### config.mk
export PLATFORM = sky130hd
export DESIGN_NAME = knight_top
export DESIGN_NICKNAME = d
export VERILOG_FILES = /design/src/knight_pkg.sv /design/src/knight_top.sv /design/src/move_exec.sv /design/src/move_store.sv /design/src/tour_cmd.sv
export SDC_FILE = /design/constraint.sdc
export NUM_CORES = 1
export LEC_CHECK = 0
export BUFFER_PORTS_ARGS = -buffer_cell sky130_fd_sc_hd__buf_2
export CAP_MARGIN = 20
export CORE_MARGIN = 2
export CORE_UTILIZATION = 30
export CTS_CLUSTER_SIZE = 30
export DETAILED_ROUTE_END_ITERATION = 8
export GPL_ROUTABILITY_DRIVEN = 0
export SETUP_SLACK_MARGIN = 0.3
export SLEW_MARGIN = 15
export SYNTH_ARGS = -nofsm -noshare
export SYNTH_HDL_FRONTEND = slang
export SYNTH_SLANG_ARGS = --single-unit
### constraint.sdc
create_clock -name clk -period 3.9 [get_ports clk]
set_input_delay 0.78 -clock clk [delete_from_list [all_inputs] [get_ports clk]]
set_output_delay 0.78 -clock clk [all_outputs]
set_load 0.1 [all_outputs]
### src/knight_pkg.sv
// Heading codes, opcodes, response bytes, widths and the command word union.
`default_nettype none

package knight_pkg;

  //////////////////////////////////////////////////////////////////////
  // Widths.
  //////////////////////////////////////////////////////////////////////
  localparam int MV_INDX_W = 5;  // Move index into the tour store.
  localparam int COORD_W   = 3;  // One board coordinate, wraps modulo 8.
  localparam int MOVE_W    = 8;  // One-hot move.
  localparam int CMD_W     = 16; // Command word.

  // Headings as the executor understands them.
  typedef enum logic [7:0] {
    NORTH = 8'h00,
    WEST  = 8'h3F,
    SOUTH = 8'h7F,
    EAST  = 8'hBF
  } heading_t;

  localparam logic [3:0] OP_MOVE         = 4'h4; // Plain move.
  localparam logic [3:0] OP_MOVE_FANFARE = 4'h5; // Move that closes an L.
  localparam logic [3:0] OP_PLACE        = 4'h6; // Jump straight to x,y.

  localparam logic [7:0] RESP_DONE = 8'hA5; // Last leg, or a host command.
  localparam logic [7:0] RESP_BUSY = 8'h5A; // Tour still running.

  //////////////////////////////////////////////////////////////////////
  // Command word, seen as a move or as a place.
  //////////////////////////////////////////////////////////////////////
  typedef struct packed {
    logic [3:0] opcode;
    heading_t   heading;
    logic [3:0] squares;  // Squares to step along the heading.
  } move_view_t;

  typedef struct packed {
    logic [3:0]         opcode;
    logic [5:0]         unused;
    logic [COORD_W-1:0] x;
    logic [COORD_W-1:0] y;
  } place_view_t;

  typedef union packed {
    move_view_t  mv;
    place_view_t pl;
  } cmd_word_u;

endpackage

`default_nettype wire

### src/knight_top.sv
// Top level joining the move store, tour sequencer and motion executor.
`timescale 1ns/1ps
`default_nettype none

module knight_top #(
  parameter int NUM_MOVES     = 24,
  parameter int SQUARE_CYCLES = 4
) (
  input  wire  logic                          clk,
  input  wire  logic                          rst_n,
  input  wire  logic [knight_pkg::MOVE_W-1:0] load_move,
  input  wire  logic                          load_valid,
  input  wire  logic                          start_tour,
  input  wire  logic [knight_pkg::CMD_W-1:0]  host_cmd,
  input  wire  logic                          host_cmd_valid,
  output logic                                load_ready,
  output logic                                host_cmd_ready,
  output logic [7:0]                          resp,
  output logic                                resp_valid,
  output logic                                fanfare,
  output logic [knight_pkg::COORD_W-1:0]      pos_x,
  output logic [knight_pkg::COORD_W-1:0]      pos_y,
  output logic                                tour_busy
);

  ////////////////////////////////////////////////////////////////////////
  // Internal links.
  ////////////////////////////////////////////////////////////////////////
  logic [knight_pkg::MOVE_W-1:0]    move;       // Move at the current index.
  logic [knight_pkg::MV_INDX_W-1:0] mv_indx;
  knight_pkg::cmd_word_u            cmd;        // Muxed command to the executor.
  logic                             cmd_rdy;
  logic                             clr_cmd_rdy;
  logic                             send_resp;
  logic [7:0]                       tour_resp;  // Response byte chosen by the sequencer.

  move_store #(.NUM_MOVES(NUM_MOVES)) u_store (
    .clk, .rst_n, .load_move, .load_valid, .start_tour, .tour_busy, .mv_indx,
    .load_ready, .move
  );

  tour_cmd #(.NUM_MOVES(NUM_MOVES)) u_tour (
    .clk, .rst_n, .start_tour, .move, .host_cmd, .host_cmd_valid, .clr_cmd_rdy,
    .send_resp, .mv_indx, .host_cmd_ready, .cmd, .cmd_rdy, .resp(tour_resp), .tour_busy
  );

  move_exec #(.SQUARE_CYCLES(SQUARE_CYCLES)) u_exec (
    .clk, .rst_n, .cmd, .cmd_rdy, .resp(tour_resp), .clr_cmd_rdy, .send_resp,
    .resp_out(resp), .resp_valid, .fanfare, .pos_x, .pos_y
  );

endmodule

`default_nettype wire

### src/move_exec.sv
// Motion executor that steps the knight square by square and pulses the response.
`timescale 1ns/1ps
`default_nettype none

module move_exec #(
  parameter int SQUARE_CYCLES = 4
) (
  input  wire  logic                           clk,
  input  wire  logic                           rst_n,
  input  wire  knight_pkg::cmd_word_u          cmd,
  input  wire  logic                           cmd_rdy,
  input  wire  logic [7:0]                     resp,
  output logic                                 clr_cmd_rdy,
  output logic                                 send_resp,
  output logic [7:0]                           resp_out,
  output logic                                 resp_valid,
  output logic                                 fanfare,
  output logic [knight_pkg::COORD_W-1:0]       pos_x,
  output logic [knight_pkg::COORD_W-1:0]       pos_y
);

  localparam int TMR_W = (SQUARE_CYCLES > 1) ? $clog2(SQUARE_CYCLES) : 1;
  localparam logic [TMR_W-1:0] TMR_LAST = TMR_W'(SQUARE_CYCLES - 1);

  logic                 moving;      // A move is being stepped out.
  logic [3:0]           sq_left;     // Squares still to go.
  logic [TMR_W-1:0]     tmr;         // Cycles spent on this square.
  logic                 step;
  logic                 is_move;
  logic                 is_fan;
  knight_pkg::heading_t head;        // Heading of the move in flight.
  logic                 fan_mv;      // Move in flight closes an L.

  assign is_fan      = (cmd.mv.opcode == knight_pkg::OP_MOVE_FANFARE);
  assign is_move     = (cmd.mv.opcode == knight_pkg::OP_MOVE) || is_fan;
  assign clr_cmd_rdy = !moving && cmd_rdy;   // Take a command only when idle.
  assign step        = moving && (tmr == TMR_LAST);

  assign resp_out   = resp;          // Byte comes from the sequencer.
  assign resp_valid = send_resp;

  // Move payload, held for the length of the move.
  always_ff @(posedge clk) begin
    if (clr_cmd_rdy) begin
      head   <= cmd.mv.heading;
      fan_mv <= is_fan;
    end
  end

  //////////////////////////////////////////////////////////////////////
  // Command execution and position.
  //////////////////////////////////////////////////////////////////////
  always_ff @(posedge clk, negedge rst_n) begin
    if (!rst_n) begin
      moving    <= 1'b0;
      sq_left   <= '0;
      tmr       <= '0;
      send_resp <= 1'b0;
      fanfare   <= 1'b0;
      pos_x     <= '0;
      pos_y     <= '0;
    end else begin
      send_resp <= 1'b0;             // Pulses by default.
      fanfare   <= 1'b0;
      if (clr_cmd_rdy) begin
        if (is_move && cmd.mv.squares != 4'd0) begin
          moving  <= 1'b1;
          sq_left <= cmd.mv.squares;
          tmr     <= '0;
        end else begin
          send_resp <= 1'b1;         // Place, zero squares, or unknown opcode.
          fanfare   <= is_fan;
          if (cmd.pl.opcode == knight_pkg::OP_PLACE) begin
            pos_x <= cmd.pl.x;
            pos_y <= cmd.pl.y;
          end
        end
      end else if (moving) begin
        tmr <= step ? '0 : tmr + 1'b1;
        if (step) begin
          case (head)
            knight_pkg::NORTH: pos_y <= pos_y + 1'b1;   // North is +y.
            knight_pkg::SOUTH: pos_y <= pos_y - 1'b1;
            knight_pkg::EAST:  pos_x <= pos_x + 1'b1;   // East is +x.
            knight_pkg::WEST:  pos_x <= pos_x - 1'b1;
            default: ;
          endcase
          sq_left <= sq_left - 1'b1;
          if (sq_left == 4'd1) begin
            moving    <= 1'b0;       // Idle again in the response cycle.
            send_resp <= 1'b1;
            fanfare   <= fan_mv;
          end
        end
      end
    end
  end

  // An offered command stays up and unchanged until it is taken.
  a_offer_held : assert property (@(posedge clk) disable iff (!rst_n)
    cmd_rdy && !clr_cmd_rdy |=> cmd_rdy && $stable(cmd));

endmodule

`default_nettype wire

### src/move_store.sv
// Tour move memory with a valid/ready load port and an indexed read port.
`timescale 1ns/1ps
`default_nettype none

module move_store #(
  parameter int NUM_MOVES = 24
) (
  input  wire  logic                             clk,
  input  wire  logic                             rst_n,
  input  wire  logic [knight_pkg::MOVE_W-1:0]    load_move,
  input  wire  logic                             load_valid,
  input  wire  logic                             start_tour,
  input  wire  logic                             tour_busy,
  input  wire  logic [knight_pkg::MV_INDX_W-1:0] mv_indx,
  output logic                                   load_ready,
  output logic [knight_pkg::MOVE_W-1:0]          move
);

  localparam int IW = knight_pkg::MV_INDX_W;
  localparam logic [IW-1:0] DEPTH = IW'(NUM_MOVES);

  logic [knight_pkg::MOVE_W-1:0] mem [NUM_MOVES]; // One-hot moves.
  logic [IW-1:0]                 wr_ptr;          // Next free slot.
  logic                          wr_en;

  // Closed during a replay, while full, and in the start cycle.
  assign load_ready = !tour_busy && !start_tour && (wr_ptr != DEPTH);
  assign wr_en      = load_valid && load_ready;

  always_ff @(posedge clk, negedge rst_n) begin
    if (!rst_n)
      wr_ptr <= '0;
    else if (start_tour)
      wr_ptr <= '0;                 // Next load starts a fresh tour.
    else if (wr_en)
      wr_ptr <= wr_ptr + 1'b1;
  end

  always_ff @(posedge clk) begin
    if (wr_en)
      mem[wr_ptr] <= load_move;
  end

  assign move = mem[mv_indx];      // Read is combinational.

  // A replay leaves the stored tour and its fill level alone.
  a_no_load_in_tour : assert property (@(posedge clk) disable iff (!rst_n)
    tour_busy |=> $stable(wr_ptr));

endmodule

`default_nettype wire

### src/tour_cmd.sv
// Tour sequencer that splits one-hot moves into legs and muxes the command port.
`timescale 1ns/1ps
`default_nettype none

module tour_cmd #(
  parameter int NUM_MOVES = 24
) (
  input  wire  logic                             clk,
  input  wire  logic                             rst_n,
  input  wire  logic                             start_tour,
  input  wire  logic [knight_pkg::MOVE_W-1:0]    move,
  input  wire  logic [knight_pkg::CMD_W-1:0]     host_cmd,
  input  wire  logic                             host_cmd_valid,
  input  wire  logic                             clr_cmd_rdy,
  input  wire  logic                             send_resp,
  output logic [knight_pkg::MV_INDX_W-1:0]       mv_indx,
  output logic                                   host_cmd_ready,
  output knight_pkg::cmd_word_u                  cmd,
  output logic                                   cmd_rdy,
  output logic [7:0]                             resp,
  output logic                                   tour_busy
);

  localparam int IW = knight_pkg::MV_INDX_W;
  localparam logic [IW-1:0] LAST_IDX = IW'(NUM_MOVES - 1);

  // Sequencer states.
  localparam logic [2:0] IDLE  = 3'd0;
  localparam logic [2:0] VERT  = 3'd1; // Vertical leg offered.
  localparam logic [2:0] HOLDV = 3'd2; // Vertical leg in flight.
  localparam logic [2:0] HORZ  = 3'd3; // Horizontal leg offered.
  localparam logic [2:0] HOLDH = 3'd4; // Horizontal leg in flight.

  logic [2:0]            state;
  logic [2:0]            nxt_state;
  logic                  idle;
  logic                  horz_leg;   // Second leg of the L.
  logic                  last_move;
  knight_pkg::heading_t  vert_head;
  knight_pkg::heading_t  horz_head;
  logic [3:0]            vert_sq;
  logic [3:0]            horz_sq;
  knight_pkg::cmd_word_u tour_word;

  assign idle      = (state == IDLE);
  assign horz_leg  = (state == HORZ) || (state == HOLDH);
  assign last_move = (mv_indx == LAST_IDX);
  assign tour_busy = !idle;

  //////////////////////////////////////////////////////////////////////
  // Move index.
  //////////////////////////////////////////////////////////////////////
  always_ff @(posedge clk, negedge rst_n) begin
    if (!rst_n)
      mv_indx <= '0;
    else if (idle && start_tour)
      mv_indx <= '0;                       // First move of the tour.
    else if (state == HOLDH && send_resp && !last_move)
      mv_indx <= mv_indx + 1'b1;           // On to the next L.
  end

  //////////////////////////////////////////////////////////////////////
  // One-hot move to vertical and horizontal legs.
  //////////////////////////////////////////////////////////////////////
  always_comb begin
    vert_head = knight_pkg::NORTH;
    horz_head = knight_pkg::EAST;
    vert_sq   = 4'd0;
    horz_sq   = 4'd0;                      // No move decodes to no motion.
    unique case (1'b1)
      move[0]: begin vert_head = knight_pkg::NORTH; vert_sq = 4'd2;
                     horz_head = knight_pkg::EAST;  horz_sq = 4'd1; end
      move[1]: begin vert_head = knight_pkg::NORTH; vert_sq = 4'd2;
                     horz_head = knight_pkg::WEST;  horz_sq = 4'd1; end
      move[2]: begin vert_head = knight_pkg::NORTH; vert_sq = 4'd1;
                     horz_head = knight_pkg::WEST;  horz_sq = 4'd2; end
      move[3]: begin vert_head = knight_pkg::SOUTH; vert_sq = 4'd1;
                     horz_head = knight_pkg::WEST;  horz_sq = 4'd2; end
      move[4]: begin vert_head = knight_pkg::SOUTH; vert_sq = 4'd2;
                     horz_head = knight_pkg::WEST;  horz_sq = 4'd1; end
      move[5]: begin vert_head = knight_pkg::SOUTH; vert_sq = 4'd2;
                     horz_head = knight_pkg::EAST;  horz_sq = 4'd1; end
      move[6]: begin vert_head = knight_pkg::SOUTH; vert_sq = 4'd1;
                     horz_head = knight_pkg::EAST;  horz_sq = 4'd2; end
      move[7]: begin vert_head = knight_pkg::NORTH; vert_sq = 4'd1;
                     horz_head = knight_pkg::EAST;  horz_sq = 4'd2; end
      default: ;
    endcase
  end

  // Leg command, built through the move view.
  always_comb begin
    tour_word.mv.opcode  = horz_leg ? knight_pkg::OP_MOVE_FANFARE : knight_pkg::OP_MOVE;
    tour_word.mv.heading = horz_leg ? horz_head : vert_head;
    tour_word.mv.squares = horz_leg ? horz_sq : vert_sq;
  end

  //////////////////////////////////////////////////////////////////////
  // Command port mux and response byte.
  //////////////////////////////////////////////////////////////////////
  assign cmd            = idle ? host_cmd : tour_word;   // Host owns the port when idle.
  assign cmd_rdy        = idle ? host_cmd_valid : (state == VERT) || (state == HORZ);
  assign host_cmd_ready = idle && clr_cmd_rdy;

  always_comb begin
    if (idle)
      resp = knight_pkg::RESP_DONE;        // Host commands.
    else if (state == HOLDH && last_move)
      resp = knight_pkg::RESP_DONE;        // Closing leg of the tour.
    else
      resp = knight_pkg::RESP_BUSY;
  end

  //////////////////////////////////////////////////////////////////////
  // Leg sequencer.
  //////////////////////////////////////////////////////////////////////
  always_ff @(posedge clk, negedge rst_n) begin
    if (!rst_n)
      state <= IDLE;
    else
      state <= nxt_state;
  end

  always_comb begin
    nxt_state = state;
    case (state)
      IDLE:    if (start_tour)  nxt_state = VERT;
      VERT:    if (clr_cmd_rdy) nxt_state = HOLDV;
      HOLDV:   if (send_resp)   nxt_state = HORZ;
      HORZ:    if (clr_cmd_rdy) nxt_state = HOLDH;
      HOLDH:   if (send_resp)   nxt_state = last_move ? IDLE : VERT;
      default: nxt_state = IDLE;
    endcase
  end

  // The store must hand over a legal one-hot move for every leg offered.
  a_move_onehot : assert property (@(posedge clk) disable iff (!rst_n)
    (state == VERT || state == HORZ) |-> $onehot(move));

endmodule

`default_nettype wire
# Yosys cells after proc, flatten, opt, wreduce, memory -nomap -nowiden
# Memory sizes are Yosys's and may differ from the RTL's.
# Index checks and enable logic that the tools add are counted.
word_totals:
  reg_bits: 37
  latch_bits: 0
  mem_bits_rw: 192
  rom_bits: 0
  elab_cells: 138
  memories: 1
op_classes:
  addsub: 8
  multipliers: 0
  div: 0
  magnitude_cmp: 0
  eq_ne: 22
  shifts: 0
  mux: 59
  bitwise: 0
  n_reduce_logical: 36
mem_list:
  columns: ["memory", "words", "width", "read_ports", "rd_clocked_by_memory_dff", "write_ports", "line", "source"]
  rows:
  - ["u_store.mem", 24, 8, 1, 0, 1, "move_store.sv:22", "logic [knight_pkg::MOVE_W-1:0] mem [NUM_MOVES];"]
op_table:
  columns: ["operator", "n"]
  rows:
  - ["$mux 3", 15]
  - ["$mux 8", 4]
  - ["$mux 1", 20]
  - ["$mux 5", 4]
  - ["$mux 16", 1]
  - ["$mux 4", 4]
  - ["$reduce_or 4->1", 4]
  - ["$pmux 3 s5", 1]
  - ["$reduce_and 5->1", 3]
  - ["$eq 4x3->1 const B", 3]
  - ["$ne 2x1->1 const B", 6]
  - ["$pmux 3 s2", 2]
  - ["$logic_and 1x1->1", 11]
  - ["$add 5x1->5 const B", 2]
  - ["$mux 2", 5]
  - ["$eq 8x6->1 const B", 1]
  - ["$eq 8x7->1 const B", 1]
  - ["$eq 8x8->1 const B", 1]
  - ["$logic_not 8->1", 1]
  - ["$pmux 2 s2", 2]
  - ["$reduce_bool 2->1", 4]
  - ["$mux 7", 1]
  - ["$add 3x1->3 const B", 2]
  - ["$eq 3x2->1 const B", 2]
  - ["17 further kinds", 25]

# Depth between registers and ports, before layout
# Gate-level depths: netlist (run 1).
# An unclocked memory read counts as a cell.
depth:
  ltp_word: 10
  ltp_mapped: 13
  mapped_depth_nobuf: 9

# By module
# A second synthesis (run 1) with hierarchy kept.
unflattened:
  cells_unflattened: 631
  hier_area_um2: 10002.1
modules_own_cells:
  columns: ["mod", "n_inst", "cells_each", "area_each_um2"]
  rows:
  - ["move_store", 1, 405, 7875.1]
  - ["move_exec", 1, 127, 1341.3]
  - ["tour_cmd", 1, 99, 785.8]

# Worst setup path after synthesis (run 1)
# OpenSTA, ideal clock, no wires.
synth_timing:
  path_kind: "register to register"
  from: "reg u_tour.state[0]"
  to: "mem u_store.mem[11][0] in the netlist's numbering (enable)"
  t_arrival_ns: 5.331
  setup_slack_ns: -1.801
  stages_incl_launch_ff: 10
  period_less_slack_ns: 5.701
  path_cell_list: "dfrtp_1 > clkbuf_1 > or2_2 > nor2_1 > clkinv_1 > nor3_1 > and2_1 > buf_2 > nand2_1 > nor2_1"
synth_between:
  elab_chain_len: 6
synth_lines:
  columns: ["item", "line", "source"]
  rows:
  - ["start, declared", "tour_cmd.sv:34", "logic [2:0] state;"]
  - ["start signal, assigned", "tour_cmd.sv:121", "state <= nxt_state;"]
  - ["$logic_not 3->1", "tour_cmd.sv:45", "assign idle = (state == IDLE);"]
  - ["$logic_and 1x1->1 (2 in a row)", "move_store.sv:27", "assign load_ready = !tour_busy && !start_tour && (wr_ptr != DEPTH);"]
  - ["net load_ready", "knight_top.sv:16", "output logic load_ready,"]
  - ["$logic_and 1x1->1", "move_store.sv:28", "assign wr_en = load_valid && load_ready;"]
  - ["$mux 1", "move_store.sv:40", "if (wr_en)"]
  - ["$mux 1 (implied by the code)", "move_store.sv:41", "mem[wr_ptr] <= load_move;"]
  - ["end, declared", "move_store.sv:22", null]
# The timed path passes the listed nets, and every way through them passes these cells.

==> summary by stage, run 1 <==
Yosys
The synthesized netlist net count is slightly below 700. The count of cell types in the netlist is 68. In the synthesized netlist the async set-or-reset flop fraction comes to 0.1223. The number of flip-flops and latches in the synthesized netlist is around 230.

Synthesis handed over a netlist of 650 instances. Summing every instance area after synthesis gives around 10000 sq um. A synthesized cell averages roughly 15 sq um. The sequential area share after synthesis is 0.6744. In the synthesized netlist the dominant register cell turns out to be sky130_fd_sc_hd__edfxtp_1. Yosys mapped a number of flops with a built-in enable equal to about 200. For this run, the number of Yosys warnings is 0.

STA
In the finished design, the share of the clock period the worst path needs comes to 0.8617. The time the worst path needs with I/O delays and setup is approximately 3400 ps. Setup violations remaining at the end of the flow were counted as 0. At the pin with the least slew margin, the transition time is between 700 and 800 ps. The total negative slack for setup checks is 0 ps. The final-report max-slew violation count is 0. The worst-case headroom to the max-slew limit is 0.5217. Setup repair after global routing left no endpoint under its margin. Based on the critical path, the design can be clocked at up to 297.6 MHz. The clock skew after layout is approximately 7.6 ps. The hold violation total from the final report came to 0.

Setup path
The critical path's slowest cell is sky130_fd_sc_hd__or4_1. The top cell family by delay on the critical path is simple AND/OR/NAND/NOR gates. The beginning of the worst register-to-register path is u_tour.mv_indx[1]. The count of buffering cells on the critical path with inverters included is 1. For this run, the slowest stage of the critical path takes roughly 600 ps. The critical path is of the flop to flop type. The critical path goes through buf_12 > mux4_1 > mux2_2 > nand2_1 > o311ai_1 > or4_1 > o21ai_1 > and3_1 > nand2_1. The length in cells of the worst reg-to-reg path is 9. The setup slack of the worst register-to-register path is around 540 ps. At the worst endpoint, the required time is between 4000 and 5000 ps.

In this run the critical register-to-register path is captured at u_exec.head[3]. In this run the worst path has a maximum fanout of 32. STA classifies the critical path startpoint as a flop. STA classifies the critical path endpoint as a flop. By instance count, the cell type seen most on the critical path is sky130_fd_sc_hd__nand2_1. For the worst setup path, the data arrival time is 3620 ps.

GRT
The via count of the first global-routing pass is about 5600. The total routing resource utilization after global routing is 0.1282. The global-route wire length before repair is 34.68 mm. For this run the aggregate overflow at the end of global routing stands at 0. The number of antenna violations at the first check in global routing is 0. Entering global routing, the biggest net connects 39 pins.

Die
The die span in x is ~190 um. The initialized floorplan defines 66 standard-cell rows. 48 I/O pins were placed. The floorplan step set the die height to 186.5 um.

The die area is 34770 sq um. The effective utilization at floorplan is 0.3054. The floorplan step defined a core boundary enclosing around 33000 sq um.

Placed design
The half-perimeter wire length of the detailed placement result is approximately 15 mm. Port buffering added between 40 and 50 buffers. The cell area after placement is approximately 11000 sq um.

Run
The tool flagged a number of max-cap violations equal to 0.

Clock tree
TritonCTS built the clock tree. The worst-skew pair later-pin latency is around 520 ps. In this run the number of H-tree levels came out at 1.

The number of sinks on the clock net is approximately 230. The number of hold buffers added after CTS was 0. The total CTS buffers is 24.

The cell sitting at the root of the clock tree is a sky130_fd_sc_hd__clkbuf_16. The clock passes through at most 3 buffers. The post-CTS repair timing setup buffer count is 0. The clock transition at the register clock pins on the worst setup and hold paths after CTS is about 60 ps.

The post-cts sizing count is 0.

Cells and area
In the final layout, the multi-input gates occupy ~3000 sq um. The combined flip-flop and latch cell area is ~6700 sq um. Relative to the synthesized area, the layout overhead comes to 15.91%. The number of nets in the finished design is roughly 750. The fill cell total of the finished layout is about 3200. The total inserted antenna cells is 0.

The post-route cell area is ~12000 sq um. In the final layout, the share of cells above drive strength 1 is 0.2131.

Routing
The detailed router finished its first iteration with roughly 470 violations. Before antenna repair, the detailed router went through 4 iterations. The number of vias per cell is between 4 and 5. After detailed routing, the average wire length per cell comes to between 15 and 20 um.

Across all layers, the routed design uses 5802 vias. In the routed design, unresolved DRC markers number 0. The residual antenna-violating net count after detailed routing is 0. The final wirelength is about 22 mm.

Power
The maximum ir drop on the vdd rail is 0.3045 mV. For this design the ratio of total power to cell area is between 400 and 500 nW/um^2. The cell leakage power is 4.182 nW.

Outcome
The run finished with clean final reports.

Hold path
The path type of the worst min-delay path is primary input to asynchronous set/reset pin.
## synth_stat cells, drive strengths merged, types with 3 or more instances
library cell | number | share of area
buf | 27 | 0.023
clkbuf | 10 | 0.0038
a21oi | 22 | 0.011
a22oi | 4 | 0.0030
or2 | 3 | 0.0019
xor2 | 8 | 0.0070
ha | 8 | 0.010
and2 | 4 | 0.0025
mux2 | 8 | 0.0090
edfxtp | 201 | 0.60
nor3 | 8 | 0.0040
nand4 | 3 | 0.0019
o211ai | 5 | 0.0043
nand2 | 48 | 0.018
o21ai | 11 | 0.0055
a31oi | 3 | 0.0019
mux4 | 26 | 0.064
a221oi | 6 | 0.0053
mux2i | 42 | 0.042
nand3b | 3 | 0.0023
inv | 16 | 0.0060
a211oi | 10 | 0.0075
nand2b | 8 | 0.0050
or3 | 3 | 0.0019
nor4 | 9 | 0.0093
o22ai | 4 | 0.0025
xnor2 | 3 | 0.0026
a31o | 3 | 0.0026
nand3 | 11 | 0.0055
nor2b | 10 | 0.0063
dfrtp | 28 | 0.070
nor2 | 59 | 0.022
and2b | 4 | 0.0030
## power breakdown
part                   switching [mW]  internal, mW
Sequential     0.00000000000000000996          2.66
Clock                           0.948          1.36
Combinational                  0.0508        0.0114
## registers in the layout, indices dropped and copies added, names as in the netlist, 2 cells and up
| register | count |
|---|---|
| u_tour.mv_indx | 5 |
| u_store.wr_ptr | 5 |
| u_exec.head | 8 |
| u_exec.sq_left | 4 |
| u_tour.state | 3 |
| u_exec.pos_x | 3 |
| u_exec.tmr | 2 |
| u_store.mem | 192 |
| u_exec.pos_y | 3 |
## worst max-delay path by stage
| stage | startpoint | to | cells after the start |
|---|---|---|---|
| 2_1_floorplan | u_tour.state[0] | u_store.mem[11][0] | 9 |
| 3_3_place_gp | u_tour.mv_indx[1] | u_exec.head[2] | 9 |
| 3_5_place_dp | u_tour.mv_indx[1] | u_exec.head[3] | 9 |
| 4_1_cts | u_tour.mv_indx[1] | u_exec.head[3] | 9 |
| 5_1_grt | u_tour.mv_indx[1] | u_exec.head[3] | 9 |
| 6_report | u_tour.mv_indx[1] | u_exec.head[3] | 9 |
## cells in the final DEF, fill, tap and decap left out, types with 8 or more instances in the layout
cell type,count
sky130_fd_sc_hd__a211oi_1,10
sky130_fd_sc_hd__a21oi_1,21
sky130_fd_sc_hd__buf_2,47
sky130_fd_sc_hd__buf_4,26
sky130_fd_sc_hd__clkbuf_16,25
sky130_fd_sc_hd__dfrtp_1,25
sky130_fd_sc_hd__edfxtp_1,201
sky130_fd_sc_hd__ha_1,8
sky130_fd_sc_hd__inv_1,15
sky130_fd_sc_hd__mux2_2,8
sky130_fd_sc_hd__mux2i_1,42
sky130_fd_sc_hd__mux4_1,15
sky130_fd_sc_hd__mux4_2,11
sky130_fd_sc_hd__nand2_1,47
sky130_fd_sc_hd__nand2b_1,8
sky130_fd_sc_hd__nand3_1,11
sky130_fd_sc_hd__nor2_1,53
sky130_fd_sc_hd__nor2b_1,10
sky130_fd_sc_hd__o21ai_0,10
sky130_fd_sc_hd__xor2_1,8
## logic make-up after synthesis
kind of cell	after synthesis	share of synthesized area
buffers and inverters	54	0.03320
AOI/OAI and AO/OA	88	0.06238
adders and majority gates	10	0.01403
muxes	76	0.1154
xor gates and xnor gates	11	0.009646
and+or+nand+nor	182	0.09094
DFF	229	0.6744
## area by class of cell
cell class,count,share of cell area
multi-input cells,367,0.2547
repair buffers,75,0.04064
well taps,442,0.04777
inverters,17,0.006268
flip-flops and latches,229,0.5822
clock inverters,17,0.01373
clock buffers,27,0.05468
## layer usage
| layer | up-vias | share of wire | GRT usage |
|---|---|---|---|
| li1 | 2646 | - | - |
| met2 | 176 | 0.44 | 0.1925 |
| met1 | 2956 | 0.48 | 0.1942 |
| met4 | 0 | 0.017 | 0.02534 |
| met3 | 24 | 0.057 | 0.02332 |
| met5 | - | 0 | 0 |
## through the flow
| step | hold slack, ps | setup slack, ps | std cells | total power [mW] | utilization |
|---|---|---|---|---|---|
| final | 319.3 | 539.3 | 1174 | 5.038 | 0.3540 |
| after global routing | 351.6 | 336.6 | 1174 | 5.180 | 0.3540 |
| after CTS | 323.4 | 498.9 | 1174 | 5.080 | 0.3540 |
| after detailed placement | 494.8 | 512.4 | 1130 | 2.779 | 0.3298 |
| after global placement | 483.7 | 588.4 | 1130 | 2.778 | 0.3298 |
| after floorplan | 442.4 | 191.4 | 650 | 2.720 | - |
No activity file was read; power rests on OpenSTA's default activity.
==> inputs of run 2 (changes only) <==
RECOVER_POWER = 50   (was not set)
==> run 2 against run 1 <==
Against the previous run: the flow now finishes with violations (max-capacitance violations, max-slew violations); combinational power down 3%; worst hold slack better by 180 ps; fmax down 3.5%; highest routed layer unchanged; non-clock buffer count unchanged; sequential power about the same; clock skew down 0.55 ps; total power down 0.10%; critical path depth down 3; register-to-register slack worse by 70 ps; final cell count unchanged.
==> summary by stage, run 2 (synthesis gave the netlist of run 1 again) <==
Clock tree
The post-CTS repair timing setup buffer count is 0 (unchanged). The post-cts sizing count is 0 (unchanged). TritonCTS built the clock tree. The clock transition at the register clock pins on the worst setup and hold paths after CTS is 60 ps (about the same). The number of buffers added to fix hold violations after cts came to 0 (unchanged). The worst-case clock buffer depth is 3 (unchanged). The total CTS buffers is 24 (unchanged).

Clock tree synthesis selected as its root buffer the cell sky130_fd_sc_hd__clkbuf_16. The maximum level of the CTS H-tree was 1 (unchanged). The number of sinks on the clock net is 229 (unchanged). The worst-skew pair later-pin latency is 510 ps (about the same).

Die
The effective utilization at floorplan came to 0.3054 (unchanged). The placeable core area was 32700 sq um (unchanged). The die area is 34770 sq um (unchanged). The row count is 66 (unchanged). The die span in x is 186.5 um (unchanged). The die height is 186.5 um (unchanged). The number of I/O pins is 48 (unchanged).

Placed design
The half-perimeter wire length of the detailed placement result came to 14.76 mm (unchanged). The cell area after placement is 10790 sq um (unchanged). The number of buffers inserted by port buffering is 47 (unchanged). The number of placed instances with taps included is 1130 (unchanged).

Setup path
The startpoint kind of the worst setup timing path is a flop. The category of the critical setup timing path is flop to output pin. The worst setup path is captured at an output pin. The data required time of the worst path is 3120 ps (-1040 ps). The peak fanout along the critical path was 11 (-66%). In this run the worst setup path begins at u_tour.state[0]. The critical path data arrival time is 2700 ps (-920 ps). The beginning of the worst register-to-register path is u_tour.state[0].

GRT
In this run the most used layer during global routing was met1. The met3 routing resource usage after global routing was 0.02332 (unchanged). The global-route wire length before repair is 34.68 mm (unchanged).

The sum of overflow across all layers after global routing is 0 (unchanged). The met2 layer usage reported by global route is 0.1925 (unchanged). The global routing met1 resource utilization is 0.1942 (unchanged). The total routing resource utilization after global routing is 0.1282 (unchanged). The number of antenna violations at the first check in global routing is 0 (unchanged).

The via count of the first global-routing pass is 5617 (unchanged). The largest net degree at the start of global routing is 39 (unchanged).

Routing
The post-route DRC violation count is 0 (unchanged). The final wirelength was 22.35 mm (-0.33%). The number of DRC markers in iteration 0 is 500 (+5.5%). The number of vias per cell is 4.934 (-0.16%).

The total vias in the final route is 5793 (-0.16%). The per-cell routed wire length came to 19.04 um (-0.33%). The total iterations of the first detailed-routing run is 4 (unchanged). The residual antenna-violating net count after detailed routing was 0 (unchanged).

STA
The total negative slack for setup checks is 0 ps (unchanged). The time the worst path needs with I/O delays and setup was 3481 ps (+120.5 ps). Setup repair after global routing left no endpoint under its margin. The clock skew after layout was 7.054 ps (-0.5528 ps). The hold violation total from the final report is 0 (unchanged). The worst-case headroom to the max-slew limit was -0.1474 (-0.6691). The final setup violation count is 0 (unchanged). The share of the cycle needed by the critical path after routing was 0.8926 (+0.03089). The pin slew with the least headroom to its limit came to 1721 ps (+1004 ps). The fmax is 287.3 MHz (-3.5%).

The final-report max-slew violation count is 29 (+29).

Cells and area
In the layout the commonest cells are 201 x sky130_fd_sc_hd__edfxtp_1, 53 x sky130_fd_sc_hd__nor2_1, 47 x sky130_fd_sc_hd__nand2_1. The flip-flop count of the largest register, all copies and words added is 192 (unchanged). The share of final-layout standard cells stronger than drive strength 1 is 0.1899 (-0.02322).

The library cell used most frequently in the layout, excluding fill and tap cells, is sky130_fd_sc_hd__edfxtp_1. The fill cell total of the finished layout is 3173 (+0.35%). The count of placed standard cells in the final layout, fillers left out is 1174 (unchanged).

The number of nets in the finished design was 753 (unchanged). The largest registers in the layout are u_store.mem x192, u_exec.head x8. From synthesis to final layout, the design area changed by 15.61%.

The total inserted antenna cells came to 0 (unchanged). The most flop-heavy register is u_store.mem. The area taken by multi-input logic gates is 2949 sq um (unchanged). The combined flip-flop and latch cell area is 6739 sq um (about the same).

The post-route cell area is 11550 sq um (-0.26%).

Power
The part of the total power dissipated in sequential elements is 0.530 (about the same). The net switching power came to 0.9944 mW (-0.49%). The proportion of power drawn by the clock network is 0.458 (about the same). The cell leakage power was 4.134 nW (-1.2%). The part of the total power dissipated in combinational logic is 0.012 (about the same).

The maximum ir drop on the vdd rail is 0.3024 mV (-0.69%). The internal power contribution is 4.039 mW (about the same). The power density over cell area is 435.9 nW/um^2 (+0.16%). The switching share of power is 0.1976 (-0.0007644).

Hold path
The worst hold path belongs to the class flop to flop. The launch point of the worst hold path is u_exec.fan_mv.

Outcome
The final reports fail on max-capacitance violations, max-slew violations. The flow ran to the end, but the final reports show violations.

Run
The number of max-capacitance violations reported is 1 (+1).
## run 2: cell types whose count changed in the layout (fill, tap and decap cells not counted)
cell	before	now
sky130_fd_sc_hd__buf_2	47	33
sky130_fd_sc_hd__buf_4	26	24
sky130_fd_sc_hd__clkbuf_1	2	18
sky130_fd_sc_hd__clkinv_4	2	1
sky130_fd_sc_hd__clkinvlp_2	0	1
sky130_fd_sc_hd__dfrtp_1	25	26
sky130_fd_sc_hd__dfrtp_2	3	2
## run 2: final cells by class
class | instances | area share
clock buffers | 27 | 0.05483
clock inverters | 17 | 0.01376
inverters | 17 | 0.005959
multi-input cells | 367 | 0.2554
flip-flops and latches | 229 | 0.5836
well taps | 442 | 0.04789
repair buffers | 75 | 0.03857
## run 2: final timing paths
check / endpoint / slack, ps / depth (start not counted)
max reg2reg: u_store.mem[7][3] / 470 / 9
min in group asynchronous: u_exec.pos_x[0] / 710 / 1
min: u_exec.fanfare / 500 / 1
max: load_ready / 420 / 6
max in group asynchronous: u_tour.mv_indx[1] / 2070 / 1
min reg2reg: u_exec.fanfare / 500 / 1
## run 2: power by group through the flow
stage	Clock [mW]	Combinational, mW	Sequential [mW]
global route	2.45	0.0676	2.66
floorplan	0	0.00370	2.72
global placement	0	0.0622	2.72
finish	2.31	0.0605	2.67
detailed placement	0	0.0632	2.72
CTS	2.35	0.0635	2.66
## run 2: stage by stage
step           worst slack, ps  utilization  power (mW)  hold WS [ps]
3_3_place_gp             588.4       0.3298       2.778         483.7
4_1_cts                  498.9       0.3540       5.080         323.4
6_report                 418.9       0.3531       5.033         503.7
5_1_grt                  189.3       0.3531       5.180         529.3
3_5_place_dp             512.4       0.3298       2.779         494.8
2_1_floorplan            191.4            -       2.720         442.4
## run 2: layer usage
metal	wire length [um]	vias to the layer above	part of all wire
met5	0	-	0
met4	359	0	0.016
met3	1320	23	0.059
met2	9956	169	0.45
met1	10720	2957	0.48
li1	-	2644	-
## run 2: worst max-delay path, cell delays in order (launching register included)
cell and delay [ps]:
sky130_fd_sc_hd__dfrtp_1 350, sky130_fd_sc_hd__clkbuf_1 200, sky130_fd_sc_hd__or2_2 380, sky130_fd_sc_hd__nor2_1 160, sky130_fd_sc_hd__clkinvlp_2 360, sky130_fd_sc_hd__nor3_4 280
sky130_fd_sc_hd__buf_2 450
==> inputs of run 3 (changes only) <==
GPL_TIMING_DRIVEN = 0   (was not set)
clock period = 3.3 ns   (was 3.9 ns; I/O delays follow)
==> run 3 against run 2 <==
Against the previous run: utilization is 2.8 points higher; global-route usage grew 1.2 points; routed wire length rose by 11%; die area did not move; sequential share of layout area shrank 4.3 points; non-clock buffer count is 40 higher; total power is 15% higher; sequential power up 18%; via count grew 3.7%; the run still ends with max-capacitance violations, max-slew violations left.
==> summary by stage, run 3 (synthesis gave the netlist of run 1 again) <==
Outcome
The run finished, with violations left. The checks that failed: max-capacitance violations, max-slew violations.

Cells and area
The number of nets in the finished design is 792 (+5.2%). The flip-flop count of the largest register, all copies and words added was 192 (unchanged). The fill cell total of the finished layout was 3067 (-3.3%). The share of final-layout standard cells stronger than drive strength 1 is 0.2922 (+0.1023).

The total inserted antenna cells is 0 (unchanged). The library cells used most frequently in the layout, excluding fill and tap cells, are 201 x sky130_fd_sc_hd__edfxtp_1, 42 x sky130_fd_sc_hd__nand2_1, 34 x sky130_fd_sc_hd__mux2i_1. The utilization of the core after routing is 0.3810 (+0.02789). The post-route cell area is 12460 sq um (+7.9%).

Relative to the synthesized area, the layout overhead comes to 24.74%. The most frequent standard cell in the layout excluding fill and tap cells is sky130_fd_sc_hd__edfxtp_1. The largest registers in the layout are u_store.mem x192, u_exec.head x8.

Ranked by flip-flop count, first place goes to u_store.mem.

Routing
The total iterations of the first detailed-routing run is 4 (unchanged). The total vias in the final route was 6009 (+3.7%). The residual antenna-violating net count after detailed routing was 0 (unchanged). The per-cell routed wire length was 20.40 um (+7.2%). The number of vias per cell came to 4.958 (+0.48%). The number of DRC markers in iteration 0 is 595 (+19%). The final wirelength is 24.73 mm (+11%). The post-route DRC violation count is 0 (unchanged).

Die
The effective utilization at floorplan came to 0.3054 (unchanged). The placeable core area is 32700 sq um (unchanged). The die span in x is 186.5 um (unchanged). The row count was 66 (unchanged). The die height came to 186.5 um (unchanged). The number of I/O pins is 48 (unchanged). The die area is 34770 sq um (unchanged).

Setup path
STA classifies the critical path endpoint as a flop. The worst setup path startpoint is u_tour.mv_indx[1]. The endpoint of the lowest-slack register-to-register path is u_exec.head[5]. The beginning of the worst register-to-register path is u_tour.mv_indx[1]. The setup slack of the worst register-to-register path is 220 ps (-250 ps). The most critical setup path has its endpoint at u_exec.head[5]. The critical path data arrival time is 3360 ps (+660 ps).

The data required time of the worst path is 3580 ps (+460 ps). The critical path's slowest cell is sky130_fd_sc_hd__or4_4. Walking the worst path, the cells encountered are buf_6 > buf_12 > buf_12 > mux4_2 > mux2i_2 > nor2_1 > a221o_1 > or4_4 > o21ai_2 > and3_4 > buf_6 > nand2_1. The category of the critical setup timing path is flop to flop. The peak fanout along the critical path came to 9 (-2). The startpoint kind of the worst setup timing path is a flop. The worst stage delay on the critical path came to 580 ps (+130 ps). The length in cells of the worst reg-to-reg path came to 12 (+3).

Placed design
The half-perimeter wire length of the detailed placement result is 15.86 mm (+7.5%). The cell area after placement is 11130 sq um (+3.2%). The number of buffers inserted by port buffering came to 47 (unchanged).

STA
The time the worst path needs with I/O delays and setup is 3084 ps. Setup repair after global routing could not meet its margin everywhere. For this run, the top clock speed supported by timing is about 320 MHz. The final-report max-slew violation count is 29 (unchanged). In the finished design, the share of the clock period the worst path needs comes to 0.9346.

The pin slew with the least headroom to its limit came to 1624 ps (-96.71 ps). The hold violation total from the final report was 0 (unchanged). The clock skew after layout is 15.78 ps (+8.728 ps).

The worst-case headroom to the max-slew limit came to -0.08290 (+0.06447). The final setup violation count is 0 (unchanged).

Clock tree
The number of buffers added to fix hold violations after cts came to 0 (unchanged). The TritonCTS clock tree is done. The maximum level of the CTS H-tree is 1 (unchanged). The worst-case clock buffer depth was 3 (unchanged). The cell sitting at the root of the clock tree is a sky130_fd_sc_hd__clkbuf_16. The clock transition at the register clock pins on the worst setup and hold paths after CTS is 60 ps (about the same). The worst-skew pair later-pin latency came to 530 ps (+20 ps). The number of sinks on the clock net is 229 (unchanged). The total CTS buffers was 23 (-4.2%).

Hold path
The number of cells on the worst hold path is 3 (+2). The path type of the worst min-delay path is primary input to flop.

GRT
The largest net degree at the start of global routing came to 29 (-26%). The total routing resource utilization after global routing is 0.1397 (+0.01153). The number of antenna violations at the first check in global routing came to 0 (unchanged). The sum of overflow across all layers after global routing was 0 (unchanged). The via count of the first global-routing pass came to 5915 (+5.3%). The global-route wire length before repair is 36.95 mm (+6.5%).

Power
The maximum ir drop on the vdd rail is 0.4867 mV (+61%). The power density over cell area is 466.2 nW/um^2 (+7.0%). The cell leakage power is 4.302 nW (+4.1%). The sum of internal, switching and leakage power is 5.808 mW (+15%).

Run
The number of max-capacitance violations reported is 1 (unchanged).
==> run 3: changes by cell type in the layout (fill, tap and decap cells not counted), sizes merged <==
cell	before	now
buf	59	83
clkbuf	43	60
clkinv	13	8
clkinvlp	3	6
bufinv	3	2
==> run 3: where the power goes <==
part           internal, mW         switching (mW)
registers              3.15  0.0000000000000000113
clock network          1.46                   1.13
logic                0.0119                 0.0576
total                  4.62                   1.19
==> run 3: worst max-delay path, delay by kind of cell, from the launching register on <==
kind / cells / cell delay, ps
compound gates: 2 / 440
buf+inv: 4 / 540
flops: 1 / 390
mux: 2 / 520
simple gates: 4 / 930
==> run 3: metal layers <==
layer	track usage	share of wire	vias to the layer above
met5	0	0	-
met4	0.03480	0.019	0
met3	0.02426	0.061	30
met2	0.2199	0.47	190
met1	0.2010	0.45	3068
li1	-	-	2721
==> run 3: cell type report <==
type                       count  area (sq um)  area share
sequential                   229          6736      0.5407
clock inverter                14         146.4     0.01175
multi-input combinational    367          3343      0.2683
timing repair buffer          78         581.8     0.04670
clock buffer                  28         594.3     0.04770
tap                          442         553.0     0.04439
inverter                      17         83.83    0.006728
buffer                        37         420.4     0.03374
==> run 3: metrics by stage <==
| step | std cells | hold slack [ps] | TNS [ps] | worst slack (ps) |
|---|---|---|---|---|
| 2_1_floorplan | 650 | 364.4 | 0 | 207.8 |
| 3_3_place_gp | 1139 | 488.7 | -2815 | -259.8 |
| 3_5_place_dp | 1139 | 485.2 | -2951 | -268.8 |
| 4_1_cts | 1203 | 182.7 | 0 | 238.3 |
| 5_1_grt | 1212 | 425.2 | 0 | 88.49 |
| 6_report | 1212 | 417.8 | 0 | 215.9 |
==> run 3: timing repair <==
action | CTS | global route
pin swaps | 8 | 10
endpoints found under the hold margin | 0 | 0
endpoints found under the setup margin | 30 | 29
resized for setup | 69 | 23
cloned | 0 | 2
setup buffers | 22 | 7
==> run 3: worst min path at each step <==
stage	startpoint	endpoint	slack, ps
after CTS	rst_n	u_tour.mv_indx[0]	180
after floorplan	rst_n	u_exec.fanfare	360
after global routing	host_cmd[6]	u_exec.head[2]	430
final	host_cmd[6]	u_exec.head[2]	420
after global placement	u_exec.fan_mv	u_exec.fanfare	490
after detailed placement	u_exec.fan_mv	u_exec.fanfare	490
